`src/storage_config.svh`:
```
`ifndef STORAGE_CONFIG_SVH
`define STORAGE_CONFIG_SVH

// Block counts per partition
`define MGMT_BLOCKS 2
`define USER_BLOCKS 4

// 256 words per block
`define RAM_ADDR_W 8

// Only the top address byte selects a window
`define ADR_MASK 32'hFF00_0000

// Management partition, read/write
`define MGMT_BASE0 32'h0100_0000
`define MGMT_BASE1 32'h0200_0000

// User partition, read only from the management side
`define USER_BASE0 32'h0300_0000
`define USER_BASE1 32'h0400_0000
`define USER_BASE2 32'h0500_0000
`define USER_BASE3 32'h0600_0000

// Window with no block behind it
`define UNMAPPED_BASE 32'h0700_0000

`endif

```
`src/storage_pkg.sv`:
```
package storage_pkg;

    // Per-lane acknowledge sequencer
    // IDLE waits for a strobe, READ_WAIT covers the SRAM read latency,
    // DONE is the single ack cycle
    typedef enum logic [1:0] {
        ACK_IDLE      = 2'd0,
        ACK_READ_WAIT = 2'd1,
        ACK_DONE      = 2'd2
    } ack_state_e;

    // Strobe lane owner, also used as an index into wb_stb_i and wb_ack_o
    typedef enum logic {
        PART_MGMT = 1'b0,
        PART_USER = 1'b1
    } partition_e;

endpackage

```
`src/storage_mem_if.sv`:
```
`timescale 1ns/1ps
`include "storage_config.svh"

interface storage_mem_if ();

    // Active-low enable and write enable, one bit per management block
    logic [`MGMT_BLOCKS-1:0]    mem_ena;
    logic [`MGMT_BLOCKS-1:0]    mem_wen;

    // Byte mask, set bits get written
    logic [3:0]                 mem_wen_mask;

    // Shared by all blocks
    logic [`RAM_ADDR_W-1:0]     mem_addr;
    logic [31:0]                mem_wdata;

    // Each block drives its own 32-bit slice
    wire  [`MGMT_BLOCKS*32-1:0] mem_rdata;

    modport bridge (
        output mem_ena,
        output mem_wen,
        output mem_wen_mask,
        output mem_addr,
        output mem_wdata,
        input  mem_rdata
    );

    // Enables and read data go through each block's own ports
    modport mem (
        input  mem_wen_mask,
        input  mem_addr,
        input  mem_wdata
    );

endinterface

```
`src/storage_bridge_wb.sv`:
```
`timescale 1ns/1ps
`include "storage_config.svh"

module storage_bridge_wb
    import storage_pkg::*;
(
    input  logic                      wb_clk_i,
    input  logic                      rst_n_i,

    // Wishbone slave, lane 0 management, lane 1 user
    input  logic [31:0]               wb_adr_i,
    input  logic [31:0]               wb_dat_i,
    input  logic [3:0]                wb_sel_i,
    input  logic                      wb_we_i,
    input  logic                      wb_cyc_i,
    input  logic [1:0]                wb_stb_i,
    output logic [1:0]                wb_ack_o,
    output logic [31:0]               wb_mgmt_dat_o,
    output logic [31:0]               wb_user_dat_o,

    // Management SRAM native pins
    storage_mem_if.bridge             mem,

    // User partition read port
    output logic [`USER_BLOCKS-1:0]   user_rd_ena_o,
    output logic [`RAM_ADDR_W-1:0]    user_rd_addr_o,
    input  logic [`USER_BLOCKS*32-1:0] user_rd_data_i
);

    localparam int WINDOWS = `MGMT_BLOCKS + `USER_BLOCKS;

    // Base table, window 0 in the low word
    localparam logic [WINDOWS*32-1:0] BASE_TABLE = {
        `USER_BASE3,
        `USER_BASE2,
        `USER_BASE1,
        `USER_BASE0,
        `MGMT_BASE1,
        `MGMT_BASE0
    };

    logic [1:0]              valid;
    logic [1:0]              start;
    logic                    mgmt_wr;
    logic [WINDOWS-1:0]      win_sel;
    logic [`MGMT_BLOCKS-1:0] mgmt_sel;
    logic [`USER_BLOCKS-1:0] user_sel;
    logic [`RAM_ADDR_W-1:0]  word_addr;
    ack_state_e              state_q [2];

    // Next state of one lane's ack sequencer
    function automatic ack_state_e next_state(
        input ack_state_e cur,
        input logic       req,
        input logic       we
    );
        ack_state_e nxt;
        nxt = cur;
        case (cur)
            ACK_IDLE: begin
                // Writes commit right away, reads need one more cycle
                if (req) begin
                    nxt = we ? ACK_DONE : ACK_READ_WAIT;
                end
            end
            ACK_READ_WAIT: nxt = ACK_DONE;
            default:       nxt = ACK_IDLE;
        endcase
        return nxt;
    endfunction

    assign valid = {2{wb_cyc_i}} & wb_stb_i;

    always_ff @(posedge wb_clk_i) begin
        if (!rst_n_i) begin
            state_q[PART_MGMT] <= ACK_IDLE;
            state_q[PART_USER] <= ACK_IDLE;
        end else begin
            for (int l = 0; l < 2; l++) begin
                state_q[l] <= next_state(state_q[l], valid[l], wb_we_i);
            end
        end
    end

    // A lane only touches the SRAMs in its first cycle
    assign start[PART_MGMT] = valid[PART_MGMT] && (state_q[PART_MGMT] == ACK_IDLE);
    assign start[PART_USER] = valid[PART_USER] && (state_q[PART_USER] == ACK_IDLE);

    assign wb_ack_o[PART_MGMT] = (state_q[PART_MGMT] == ACK_DONE);
    assign wb_ack_o[PART_USER] = (state_q[PART_USER] == ACK_DONE);

    // Window decode on the top address byte
    for (genvar w = 0; w < WINDOWS; w++) begin : g_dec
        assign win_sel[w] = ((wb_adr_i & `ADR_MASK) == BASE_TABLE[w*32 +: 32]);
    end

    assign mgmt_sel = win_sel[`MGMT_BLOCKS-1:0];
    assign user_sel = win_sel[WINDOWS-1:`MGMT_BLOCKS];

    // Byte address in, word index out
    assign word_addr = wb_adr_i[`RAM_ADDR_W+1:2];

    // Management blocks
    assign mgmt_wr          = start[PART_MGMT] && wb_we_i;
    assign mem.mem_ena      = start[PART_MGMT] ? ~mgmt_sel : '1;
    assign mem.mem_wen      = mgmt_wr ? ~mgmt_sel : '1;
    assign mem.mem_wen_mask = mgmt_wr ? wb_sel_i : 4'h0;
    assign mem.mem_addr     = word_addr;
    assign mem.mem_wdata    = wb_dat_i;

    // User blocks, read only from here
    assign user_rd_ena_o  = start[PART_USER] ? ~user_sel : '1;
    assign user_rd_addr_o = word_addr;

    // AND-OR read mux, unmapped windows fall out as zero
    always_comb begin
        wb_mgmt_dat_o = '0;
        for (int b = 0; b < `MGMT_BLOCKS; b++) begin
            wb_mgmt_dat_o = wb_mgmt_dat_o | (mem.mem_rdata[b*32 +: 32] & {32{mgmt_sel[b]}});
        end
    end

    always_comb begin
        wb_user_dat_o = '0;
        for (int b = 0; b < `USER_BLOCKS; b++) begin
            wb_user_dat_o = wb_user_dat_o | (user_rd_data_i[b*32 +: 32] & {32{user_sel[b]}});
        end
    end

endmodule

```
`src/flat_wrapper.sv`:
```
// flat-port wrapper written by rule: the top's interface ports become plain ports
module storage_bridge_wb_flat import storage_pkg::*;
  (wb_clk_i, rst_n_i, wb_adr_i, wb_dat_i, wb_sel_i, wb_we_i, wb_cyc_i, wb_stb_i, wb_ack_o, wb_mgmt_dat_o, wb_user_dat_o, user_rd_ena_o, user_rd_addr_o, user_rd_data_i, mem_mem_ena, mem_mem_wen, mem_mem_wen_mask, mem_mem_addr, mem_mem_wdata, mem_mem_rdata);
  storage_mem_if mem_i ();
  input  logic wb_clk_i;
  input  logic rst_n_i;
  input  logic [31:0] wb_adr_i;
  input  logic [31:0] wb_dat_i;
  input  logic [3:0] wb_sel_i;
  input  logic wb_we_i;
  input  logic wb_cyc_i;
  input  logic [1:0] wb_stb_i;
  output logic [1:0] wb_ack_o;
  output logic [31:0] wb_mgmt_dat_o;
  output logic [31:0] wb_user_dat_o;
  output logic [`USER_BLOCKS-1:0] user_rd_ena_o;
  output logic [`RAM_ADDR_W-1:0] user_rd_addr_o;
  input  logic [`USER_BLOCKS*32-1:0] user_rd_data_i;
  output wire logic [$bits(mem_i.mem_ena)-1:0] mem_mem_ena;
  output wire logic [$bits(mem_i.mem_wen)-1:0] mem_mem_wen;
  output wire logic [$bits(mem_i.mem_wen_mask)-1:0] mem_mem_wen_mask;
  output wire logic [$bits(mem_i.mem_addr)-1:0] mem_mem_addr;
  output wire logic [$bits(mem_i.mem_wdata)-1:0] mem_mem_wdata;
  input wire logic [$bits(mem_i.mem_rdata)-1:0] mem_mem_rdata;
  assign mem_mem_ena = mem_i.mem_ena;
  assign mem_mem_wen = mem_i.mem_wen;
  assign mem_mem_wen_mask = mem_i.mem_wen_mask;
  assign mem_mem_addr = mem_i.mem_addr;
  assign mem_mem_wdata = mem_i.mem_wdata;
  assign mem_i.mem_rdata = mem_mem_rdata;
  storage_bridge_wb u_core (.wb_clk_i(wb_clk_i), .rst_n_i(rst_n_i), .wb_adr_i(wb_adr_i), .wb_dat_i(wb_dat_i), .wb_sel_i(wb_sel_i), .wb_we_i(wb_we_i), .wb_cyc_i(wb_cyc_i), .wb_stb_i(wb_stb_i), .wb_ack_o(wb_ack_o), .wb_mgmt_dat_o(wb_mgmt_dat_o), .wb_user_dat_o(wb_user_dat_o), .mem(mem_i), .user_rd_ena_o(user_rd_ena_o), .user_rd_addr_o(user_rd_addr_o), .user_rd_data_i(user_rd_data_i));
endmodule
```
`config.mk`:
```
export PLATFORM = sky130hd
export DESIGN_NAME = storage_bridge_wb_flat
export DESIGN_NICKNAME = d
export VERILOG_FILES = /design/src/storage_pkg.sv /design/src/storage_mem_if.sv /design/src/storage_bridge_wb.sv /design/src/flat_wrapper.sv
export VERILOG_INCLUDE_DIRS = /design/src
export SDC_FILE = /design/constraint.sdc
export NUM_CORES = 1
export LEC_CHECK = 0
export ABC_AREA = 1
export BUFFER_PORTS_ARGS = -buffer_cell sky130_fd_sc_hd__buf_2
export CAP_MARGIN = 20
export CORE_AREA = 5 5 150 152
export DETAILED_ROUTE_END_ITERATION = 6
export DIE_AREA = 0 0 155 157
export SKIP_LAST_GASP = 1
export SYNTH_ARGS = -nofsm -noshare
export SYNTH_HDL_FRONTEND = slang
export SYNTH_SLANG_ARGS = --single-unit
```
`constraint.sdc`:
```
create_clock -name wb_clk_i -period 2.2 [get_ports wb_clk_i]
set_clock_uncertainty 0.1 [all_clocks]
set_input_delay 0.55 -clock wb_clk_i [delete_from_list [all_inputs] [get_ports wb_clk_i]]
set_output_delay 0.55 -clock wb_clk_i [all_outputs]
set_load 0.02 [all_outputs]
```
==> reports/metrics.cfg, run 1 <==
[die]
rows = 53
start_util_pct = 12.6
dieHeight_um = 157
pin_count = 392
core_sq_mm = 0.0209
die_area_sq_mm = 0.0243
die_w_um = 155

[run_status]
violations = negative setup slack
outcome = finished, violations left

[yosys]
seq_area_frac_synth_pct = 3.05
syn_avg_cell_area_sq_um = 4.92
synth_top_family_by_area = simple AND/OR/NAND/NOR gates
syn-cell-area_sq_mm = 0.00263
synth.distinct_cells = 23
synth_fa_ha_area_share_pct = 0
syn-num-nets = 799
synth_compound_area_share_pct = 0.381
ys_ff_latch = 4
synth-simple-area-share_pct = 62.3
yosysWarnings = 0
synthXorXnorAreaFrac_pct = 0
synthMuxAreaShare_pct = 0
syn_inst = 533

[hold_path]
hold_path_class = reg -> reg

[routing]
drtIter0Drc = 203
wl_mm = 17.3
dr.pass1.iters = 4
wl_per_cell_um = 16.0
ant_nets = 0
drc = 0
num_vias = 4496
viasPerCell = 4.16

[sta]
layout_min_cycle_time_ns = 2.40
rsz0062_at_grt = yes
final.setup.worst_slack_ns = -0.196
fmax_mhz = 417
finalSetupTns_ns = -9.41
worstMarginPinSlew_ns = 0.222
maxSlewViolCount = 0
hold_viol_final = 0
finalSetupViolations = 68
post-route-period-util_pct = 109
slew_headroom_pct = 85.0
hold-worst-slack_ns = 0.351

[finish]
layout_common_cells = 221 x buf_2, 125 x nand3_1, 111 x nand2_1, 68 x inv_1, 64 x buf_6
syn_to_final_growth_pct = 125
final_net_count = 1072
top_register = u_core.state_q
top_regs = u_core.state_q (4)
stdcell_area_sq_mm = 0.00590
drive_gt1_share_pct = 59.3
layout_commonest_cell = buf_2
largest_reg_flops = 4

[worst_setup_path]
r2r_end = u_core.state_q[0][0]
cp.required_ns = 1.55
path_cells = buf_6 > inv_2 > nand2_4 > buf_4 > nor2_1 > and2_4 > clkbuf_16 > nand2_4 > nand2_2 > buf_6
crit_slowest_cell = and2_4
timing.rr.start = u_core.state_q[0][1]
r2r_slack_ns = 1.19
cp-start-kind = input port
slowest_delay_ns = 0.26
cp-end-kind = output port
worstPathMaxFanout = 8
worstSetupStartpoint = wb_adr_i[26]
reg2regPathDepth = 3
crit_end = wb_mgmt_dat_o[11]
path_class = in -> out
crit_arrival_ns = 1.75

[cts]
cts.htree.levels = 1
cts_root_buf = clkbuf_16
clock_latency_ns = 0.23
cts.hold.buffers_added = 0
clockBufferDepth = 2
cts.clk_slew.worst_paths_ns = 0.03
cts_tree = yes
cts.sinks = 4
cts_buffers = 3

[grt]
antenna_found_initial = 1
gr-usage-all-layers_pct = 11.5
grt_pass1_vias = 4389
overflow = 0
grt_max_degree = 43
grt_pass1_wl_mm = 22.2

[placed_design]
port_buffers = 287
dp_slack_ns = -0.216
gp_congestion = 0.821
place_hpwl_mm = 11.5
place_area_sq_mm = 0.00424

[flow_run]
maxCapViolations = 0

[pwr]
ir_drop_mv = 0.131
p_leak_nw = 3.23
p_per_area_mw_per_mm2 = 146

## final cells by class
class / instances / area, sq um
diodes: 1 / 2.50
clock buffers: 3 / 75.1
fillers: 2239 / 15000
inverters: 82 / 325
multi-input cells: 364 / 2160
flip-flops and latches: 4 / 80.1
well taps: 275 / 344
repair buffers: 351 / 2910
## metrics by stage
step | utilization (%) | power [mW] | std cells
6_report | 28.3 | 0.861 | 1080
5_1_grt | 28.3 | 0.913 | 1080
4_1_cts | 23.7 | 0.790 | 1066
3_5_place_dp | 20.3 | 0.442 | 1042
3_3_place_gp | 20.3 | 0.436 | 1042
2_1_floorplan | - | 0.306 | 533
## report_power, final
| group | switching, mW | internal, mW | total, mW |
|---|---|---|---|
| clock | 0.0555 | 0.233 | 0.288 |
| sequential | 0.00194 | 0.0755 | 0.0775 |
| combinational | 0.234 | 0.261 | 0.495 |
| total | 0.291 | 0.569 | 0.861 |
## synthesized netlist by cell type
master,count,area [sq um]
nor4_1,1,6.26
buf_4,51,383
nor2_4,2,22.5
and3_1,1,6.26
nand2_4,1,11.3
nand2_1,166,623
nor2_1,11,41.3
inv_1,76,285
nand4_1,1,6.26
a21oi_1,1,5.00
nor3_4,1,16.3
inv_2,5,18.8
clkbuf_1,1,3.75
buf_6,8,90.1
buf_2,23,115
o21ai_0,1,5.00
nor2_2,4,25.0
clkinv_1,1,3.75
nor3_1,2,10.0
dfxtp_1,4,80.1
nand3_1,167,836
and2_1,1,6.26
nand2_2,4,25.0
## logic make-up (layout without fill, tap and decap cells)
logic type,after synthesis,count (layout)
simple gates,362,362
buf+inv,165,436
flops,4,4
compound gates,2,2
other cells,0,1
## per-layer routing
layer	share of wire, %	global-route usage (%)
met1	36	12.0
met5	0	0
met4	4.6	6.06
met3	7.8	2.42
met2	52	21.5
## worst max-delay path, delay by kind of cell
kind / cells / cell delay [ns]
buffers and inverters: 5 / 0.64
AND/OR/NAND/NOR: 5 / 0.54
## timing repair
action,4_1_cts,5_1_grt
endpoints found under the setup margin,68,72
resized for setup,95,192
setup buffers,12,7
gates cloned,9,9
pin swaps,7,55
## how the worst min path moves through the flow
stage	from	endpoint	slack, ns	cells past startpoint
floorplan	u_core.state_q[0][1]	u_core.state_q[0][1]	0.31	1
global placement	u_core.state_q[0][1]	u_core.state_q[0][1]	0.32	1
detailed placement	u_core.state_q[0][1]	u_core.state_q[0][1]	0.34	1
CTS	u_core.state_q[0][1]	u_core.state_q[0][1]	0.35	1
global route	u_core.state_q[0][1]	u_core.state_q[0][1]	0.39	1
finish	u_core.state_q[0][1]	u_core.state_q[0][1]	0.35	1
Power figures use the tool's default switching activity.
==> inputs of run 2 (changes only) <==
- ABC_AREA: 1 -> 0
- CORE_AREA: 5 5 150 152 -> 2 2 152 154
- DIE_AREA: 0 0 155 157 -> 0 0 154 156
==> reports/metrics.cfg, run 2 <==
[sta]
maxSlewViolCount = 0
post-route-period-util_pct = 127
hold_viol_final = 0
worstMarginPinSlew_ns = 0.287
fmax_mhz = 358
finalSetupTns_ns = -32.65
rsz0062_at_grt = yes
finalSetupViolations = 74
slew_headroom_pct = 80.8
final.setup.worst_slack_ns = -0.590
layout_min_cycle_time_ns = 2.79

[yosys]
synth.area.top_cells = buf_4 18%, a22o_2 14%, a22o_1 14%, a221o_1 14%, and3_1 10%
syn_avg_cell_area_sq_um = 7.93
synth_top_area_cell = buf_4
synth.distinct_cells = 31
async_reset_ff_share_pct = 0
synth.most_common_cell = buf_4
ys_ff_latch = 4
synth_common_cells = 48 x buf_4, 32 x and3_1, 31 x a22o_1
ys.flop_type = dfxtp_1
syn-num-nets = 516
yosysTopAreaCellShare_pct = 18.2
synth_enable_flop_cells = 0
yosysWarnings = 0
syn_inst = 250
seq_area_frac_synth_pct = 4.04
syn-cell-area_sq_mm = 0.00198

[worst_setup_path]
path_class = in -> out
slowest_delay_ns = 0.57
timing.rr.start = u_core.state_q[0][1]
path_buf_inv = 5
cp-end-kind = output port
critPathTopFamily = simple AND/OR/NAND/NOR gates
crit_slowest_cell = or4_4
worstPathMaxFanout = 4
worstSetupStartpoint = wb_adr_i[30]
path_cells = buf_6 > or4_4 > nor4b_4 > buf_4 > buf_6 > buf_16 > a22o_4 > buf_6
cp.required_ns = 1.55
crit_arrival_ns = 2.14
crit_path_frequent_cell = buf_6
cp-start-kind = input port
r2r_slack_ns = 1.03

[finish]
layout_common_cells = 219 x buf_2, 58 x buf_6, 46 x buf_4, 28 x a22o_4
largest_reg_flops = 4
syn_to_final_growth_pct = 156
top_register = u_core.state_q
stdcell_area_sq_mm = 0.00507
drive_gt1_share_pct = 77.4
multiInputGateArea_sq_mm = 0.00177
layout_commonest_cell = buf_2
top_regs = u_core.state_q (4)
finalNonFillerCells = 818
final_net_count = 800
fill_cells = 2437
ff_latch_area_sq_um = 80.1

[grt]
grt_pass1_vias = 3372
antenna_found_initial = 1
grt_max_degree = 28
gr-usage-all-layers_pct = 11.5
grt_pass1_wl_mm = 20.6
overflow = 0

[cts]
cts_root_buf = clkbuf_16
cts.clk_slew.worst_paths_ns = 0.03
cts.htree.levels = 1
cts.sinks = 4
cts_tree = yes
cts_buffers = 3
clock_latency_ns = 0.22
cts.hold.buffers_added = 0
clockBufferDepth = 2

[pwr]
p_leak_nw = 2.67
clkPwrFrac_pct = 34.6
p_per_area_mw_per_mm2 = 159
p_sw_share_pct = 30.2
combinationalPowerShare_pct = 55.8
intPower_uw = 562
switchingPower_uw = 243
ir_drop_mv = 0.243
p_seq_share_pct = 9.7

[routing]
top_layer = met4
wl_met1_mm = 6.29
num_vias = 3436
wl_met3_mm = 1.10
ant_nets = 0
dr.pass1.iters = 4
route.met2.wl_mm = 8.33
wl_mm = 16.2
viasPerCell = 4.20
drtIter0Drc = 173
drc = 0
wl_per_cell_um = 19.8

[placed_design]
place_hpwl_mm = 10.0
dp.cells = 775
place_area_sq_mm = 0.00387
gp_congestion = 0.765
dp_slack_ns = -0.665
port_buffers = 287

[die]
dieHeight_um = 156
die_w_um = 154
core_sq_mm = 0.0224
die_area_sq_mm = 0.0240
start_util_pct = 8.86
rows = 55
pin_count = 392

[hold_path]
hp-start = u_core.state_q[0][3]
hold_path_class = reg -> reg

[flow_run]
maxCapViolations = 0

[run_status]
violations = negative setup slack
outcome = finished, violations left

run 2: per-layer routing:
layer  vias up  track usage, %
li1       1548               -
met3        32            1.97
met2       216            22.1
met5         -               0
met1      1640            12.8
met4         0            3.83
run 2: cell type report:
| cell class | count | area share, % |
|---|---|---|
| Clock buffer | 3 | 1.48 |
| Sequential cell | 4 | 1.58 |
| Antenna cell | 1 | 0.0494 |
| Tap cell | 285 | 7.04 |
| Timing Repair Buffer | 355 | 55.0 |
| Multi-Input combinational cell | 170 | 34.9 |
run 2: cell families after synthesis:
| logic type | Yosys count | synth area share [%] |
|---|---|---|
| buffers and inverters | 76 | 25.4 |
| and+or+nand+nor | 72 | 24.6 |
| DFF | 4 | 4.04 |
| AOI/OAI and AO/OA | 98 | 45.9 |
run 2: power groups by stage:
stage                     logic [mW]  registers (mW)  clock network [mW]
final                          0.449          0.0779               0.278
after global routing           0.480          0.0782               0.287
after CTS                      0.431          0.0775               0.280
after detailed placement       0.374          0.0785                   0
after global placement         0.370          0.0784                   0
after floorplan                0.223          0.0780                   0
run 2: per-stage QoR:
step	hold slack [ns]	utilization [%]	total power [mW]
6_report	0.363	22.7	0.805
5_1_grt	0.383	22.6	0.846
4_1_cts	0.355	21.8	0.789
3_5_place_dp	0.351	17.3	0.452
3_3_place_gp	0.341	17.3	0.449
2_1_floorplan	0.313	-	0.301
run 2: worst paths after layout:
kind	end	cells past startpoint
max	wb_mgmt_dat_o[17]	8
min	u_core.state_q[0][3]	1
max reg2reg	u_core.state_q[0][0]	3
min reg2reg	u_core.state_q[0][3]	1
run 2: what timing repair did:
item	4_1_cts	5_1_grt
resized for setup	134	37
setup buffers	17	12
setup endpoints to repair	72	75
cloned	14	4
pin swaps	25	21
==> inputs of run 3 (changes only) <==
- BUFFER_PORTS_ARGS: -buffer_cell sky130_fd_sc_hd__buf_2 -> -buffer_cell sky130_fd_sc_hd__buf_4
==> reports/metrics.cfg, run 3 (synthesis results as in run 2) <==
[sta]
rsz0062_at_grt = yes
maxSlewViolCount = 0
layout_min_cycle_time_ns = 2.78
fmax_mhz = 359
hold_viol_final = 0
slew_headroom_pct = 66.7
final.setup.worst_slack_ns = -0.584
post-route-period-util_pct = 127
worstMarginPinSlew_ns = 0.496
finalSetupViolations = 72

[worst_setup_path]
path_class = in -> out
path_buf_inv = 5
cp-end-kind = output port
cp.required_ns = 1.55
worstPathMaxFanout = 5
crit_slowest_cell = or4_4
slowest_delay_ns = 0.57
reg2regPathDepth = 3
crit_arrival_ns = 2.13
crit_path_frequent_cell = buf_4
worstSetupStartpoint = wb_adr_i[30]
path_cells = buf_6 > or4_4 > nor4b_4 > buf_4 > buf_12 > buf_16 > a22o_4 > buf_4
cp.depth = 8
critPathTopFamily = simple AND/OR/NAND/NOR gates
timing.rr.start = u_core.state_q[0][1]
cp-start-kind = input port

[cts]
cts_tree = yes
clockBufferDepth = 2
clock_latency_ns = 0.22
cts.clk_slew.worst_paths_ns = 0.03
cts.htree.levels = 1
cts_buffers = 3
cts_root_buf = clkbuf_16
cts.sinks = 4

[finish]
antenna-diode-count = 0
utilization_pct = 24.8
syn_to_final_growth_pct = 180
largest_reg_flops = 4
layout_commonest_cell = buf_4
ff_latch_area_sq_um = 80.1
finalNonFillerCells = 810
multiInputGateArea_sq_mm = 0.00178
final_net_count = 793
fill_cells = 2430
layout_common_cells = 255 x buf_4, 66 x buf_6, 28 x a22o_4, 27 x a22o_1, 27 x a221o_1
top_regs = u_core.state_q (4)
drive_gt1_share_pct = 77.9
top_register = u_core.state_q

[routing]
num_vias = 3344
drtIter0Drc = 175
ant_nets = 0
drc = 0
wl_mm = 15.8
viasPerCell = 4.13
dr.pass1.iters = 4
wl_per_cell_um = 19.5

[placed_design]
place_hpwl_mm = 10.8
port_buffers = 287
dp.cells = 776
gp_congestion = 0.722

[grt]
grt_pass1_vias = 3378
grt_pass1_wl_mm = 20.9
antenna_found_initial = 0
overflow = 0
gr-usage-all-layers_pct = 11.5
grt_max_degree = 35

[die]
start_util_pct = 8.86
rows = 55
pin_count = 392
die_w_um = 154
die_area_sq_mm = 0.0240
core_sq_mm = 0.0224
dieHeight_um = 156

[hold_path]
hold_path_depth = 1
hp-start = u_core.state_q[0][1]
hold_path_class = reg -> reg

[pwr]
switchingPower_uw = 233
intPower_uw = 655
p_per_area_mw_per_mm2 = 160
combinationalPowerShare_pct = 60.2
p_seq_share_pct = 8.7
ir_drop_mv = 0.173
p_leak_nw = 2.79
p_total_uw = 888
clkPwrFrac_pct = 31.1
p_sw_share_pct = 26.2

[run_status]
outcome = finished, violations left
violations = negative setup slack

[flow_run]
maxCapViolations = 0

run 3: cell types whose count changed in the layout (fill, tap and decap cells not counted), sizes merged:
cell and delta:
buf -4, bufbuf -1, diode -1, clkbuf -2
run 3: worst register-to-register path, stage by stage, from the launching register on:
cell      delay [ns]
dfxtp_1         0.31
nor4bb_1        0.26
buf_4           0.23
and3b_1         0.17
run 3: through the flow:
| step | TNS, ns | setup WS, ns | area [sq um] | hold slack (ns) |
|---|---|---|---|---|
| final | -33.60 | -0.584 | 5550 | 0.354 |
| after global routing | -37.15 | -0.643 | 5550 | 0.384 |
| after CTS | -33.77 | -0.567 | 5400 | 0.356 |
| after detailed placement | -37.47 | -0.676 | 4590 | 0.351 |
| after global placement | -36.64 | -0.641 | 4590 | 0.341 |
| after floorplan | -21.79 | -0.487 | 2290 | 0.313 |
run 3: repair_timing:
action,CTS,global route
resized for setup,73,40
hold buffers,0,0
endpoints found under the setup margin,72,72
gates cloned,12,3
buffers inserted,16,8
pin swaps,15,28
run 3: power groups by stage:
| stage | sequential [mW] | clock [mW] | combinational, mW |
|---|---|---|---|
| floorplan | 0.0780 | 0 | 0.223 |
| global placement | 0.0784 | 0 | 0.477 |
| detailed placement | 0.0786 | 0 | 0.481 |
| CTS | 0.0776 | 0.281 | 0.530 |
| global route | 0.0779 | 0.287 | 0.566 |
| finish | 0.0777 | 0.276 | 0.535 |
run 3: path summary, 6_finish.rpt:
path	end	slack [ns]
worst max-delay path	wb_mgmt_dat_o[14]	-0.58
worst min-delay path	u_core.state_q[0][1]	0.35
worst max register to register	u_core.state_q[0][0]	1.08
worst min register to register	u_core.state_q[0][1]	0.35
run 3: area by class of cell:
cell class | instances | share of cell area (%)
repair buffers | 348 | 58.8
multi-input cells | 170 | 32.0
well taps | 285 | 6.42
clock buffers | 3 | 1.35
flip-flops and latches | 4 | 1.44
run 3: per-layer routing:
layer | vias up | share of wire (%) | track usage [%]
met2 | 210 | 52 | 21.5
met1 | 1575 | 37 | 12.9
met5 | - | 0 | 0
li1 | 1529 | - | -
met4 | 0 | 3.0 | 3.74
met3 | 30 | 8.2 | 2.83
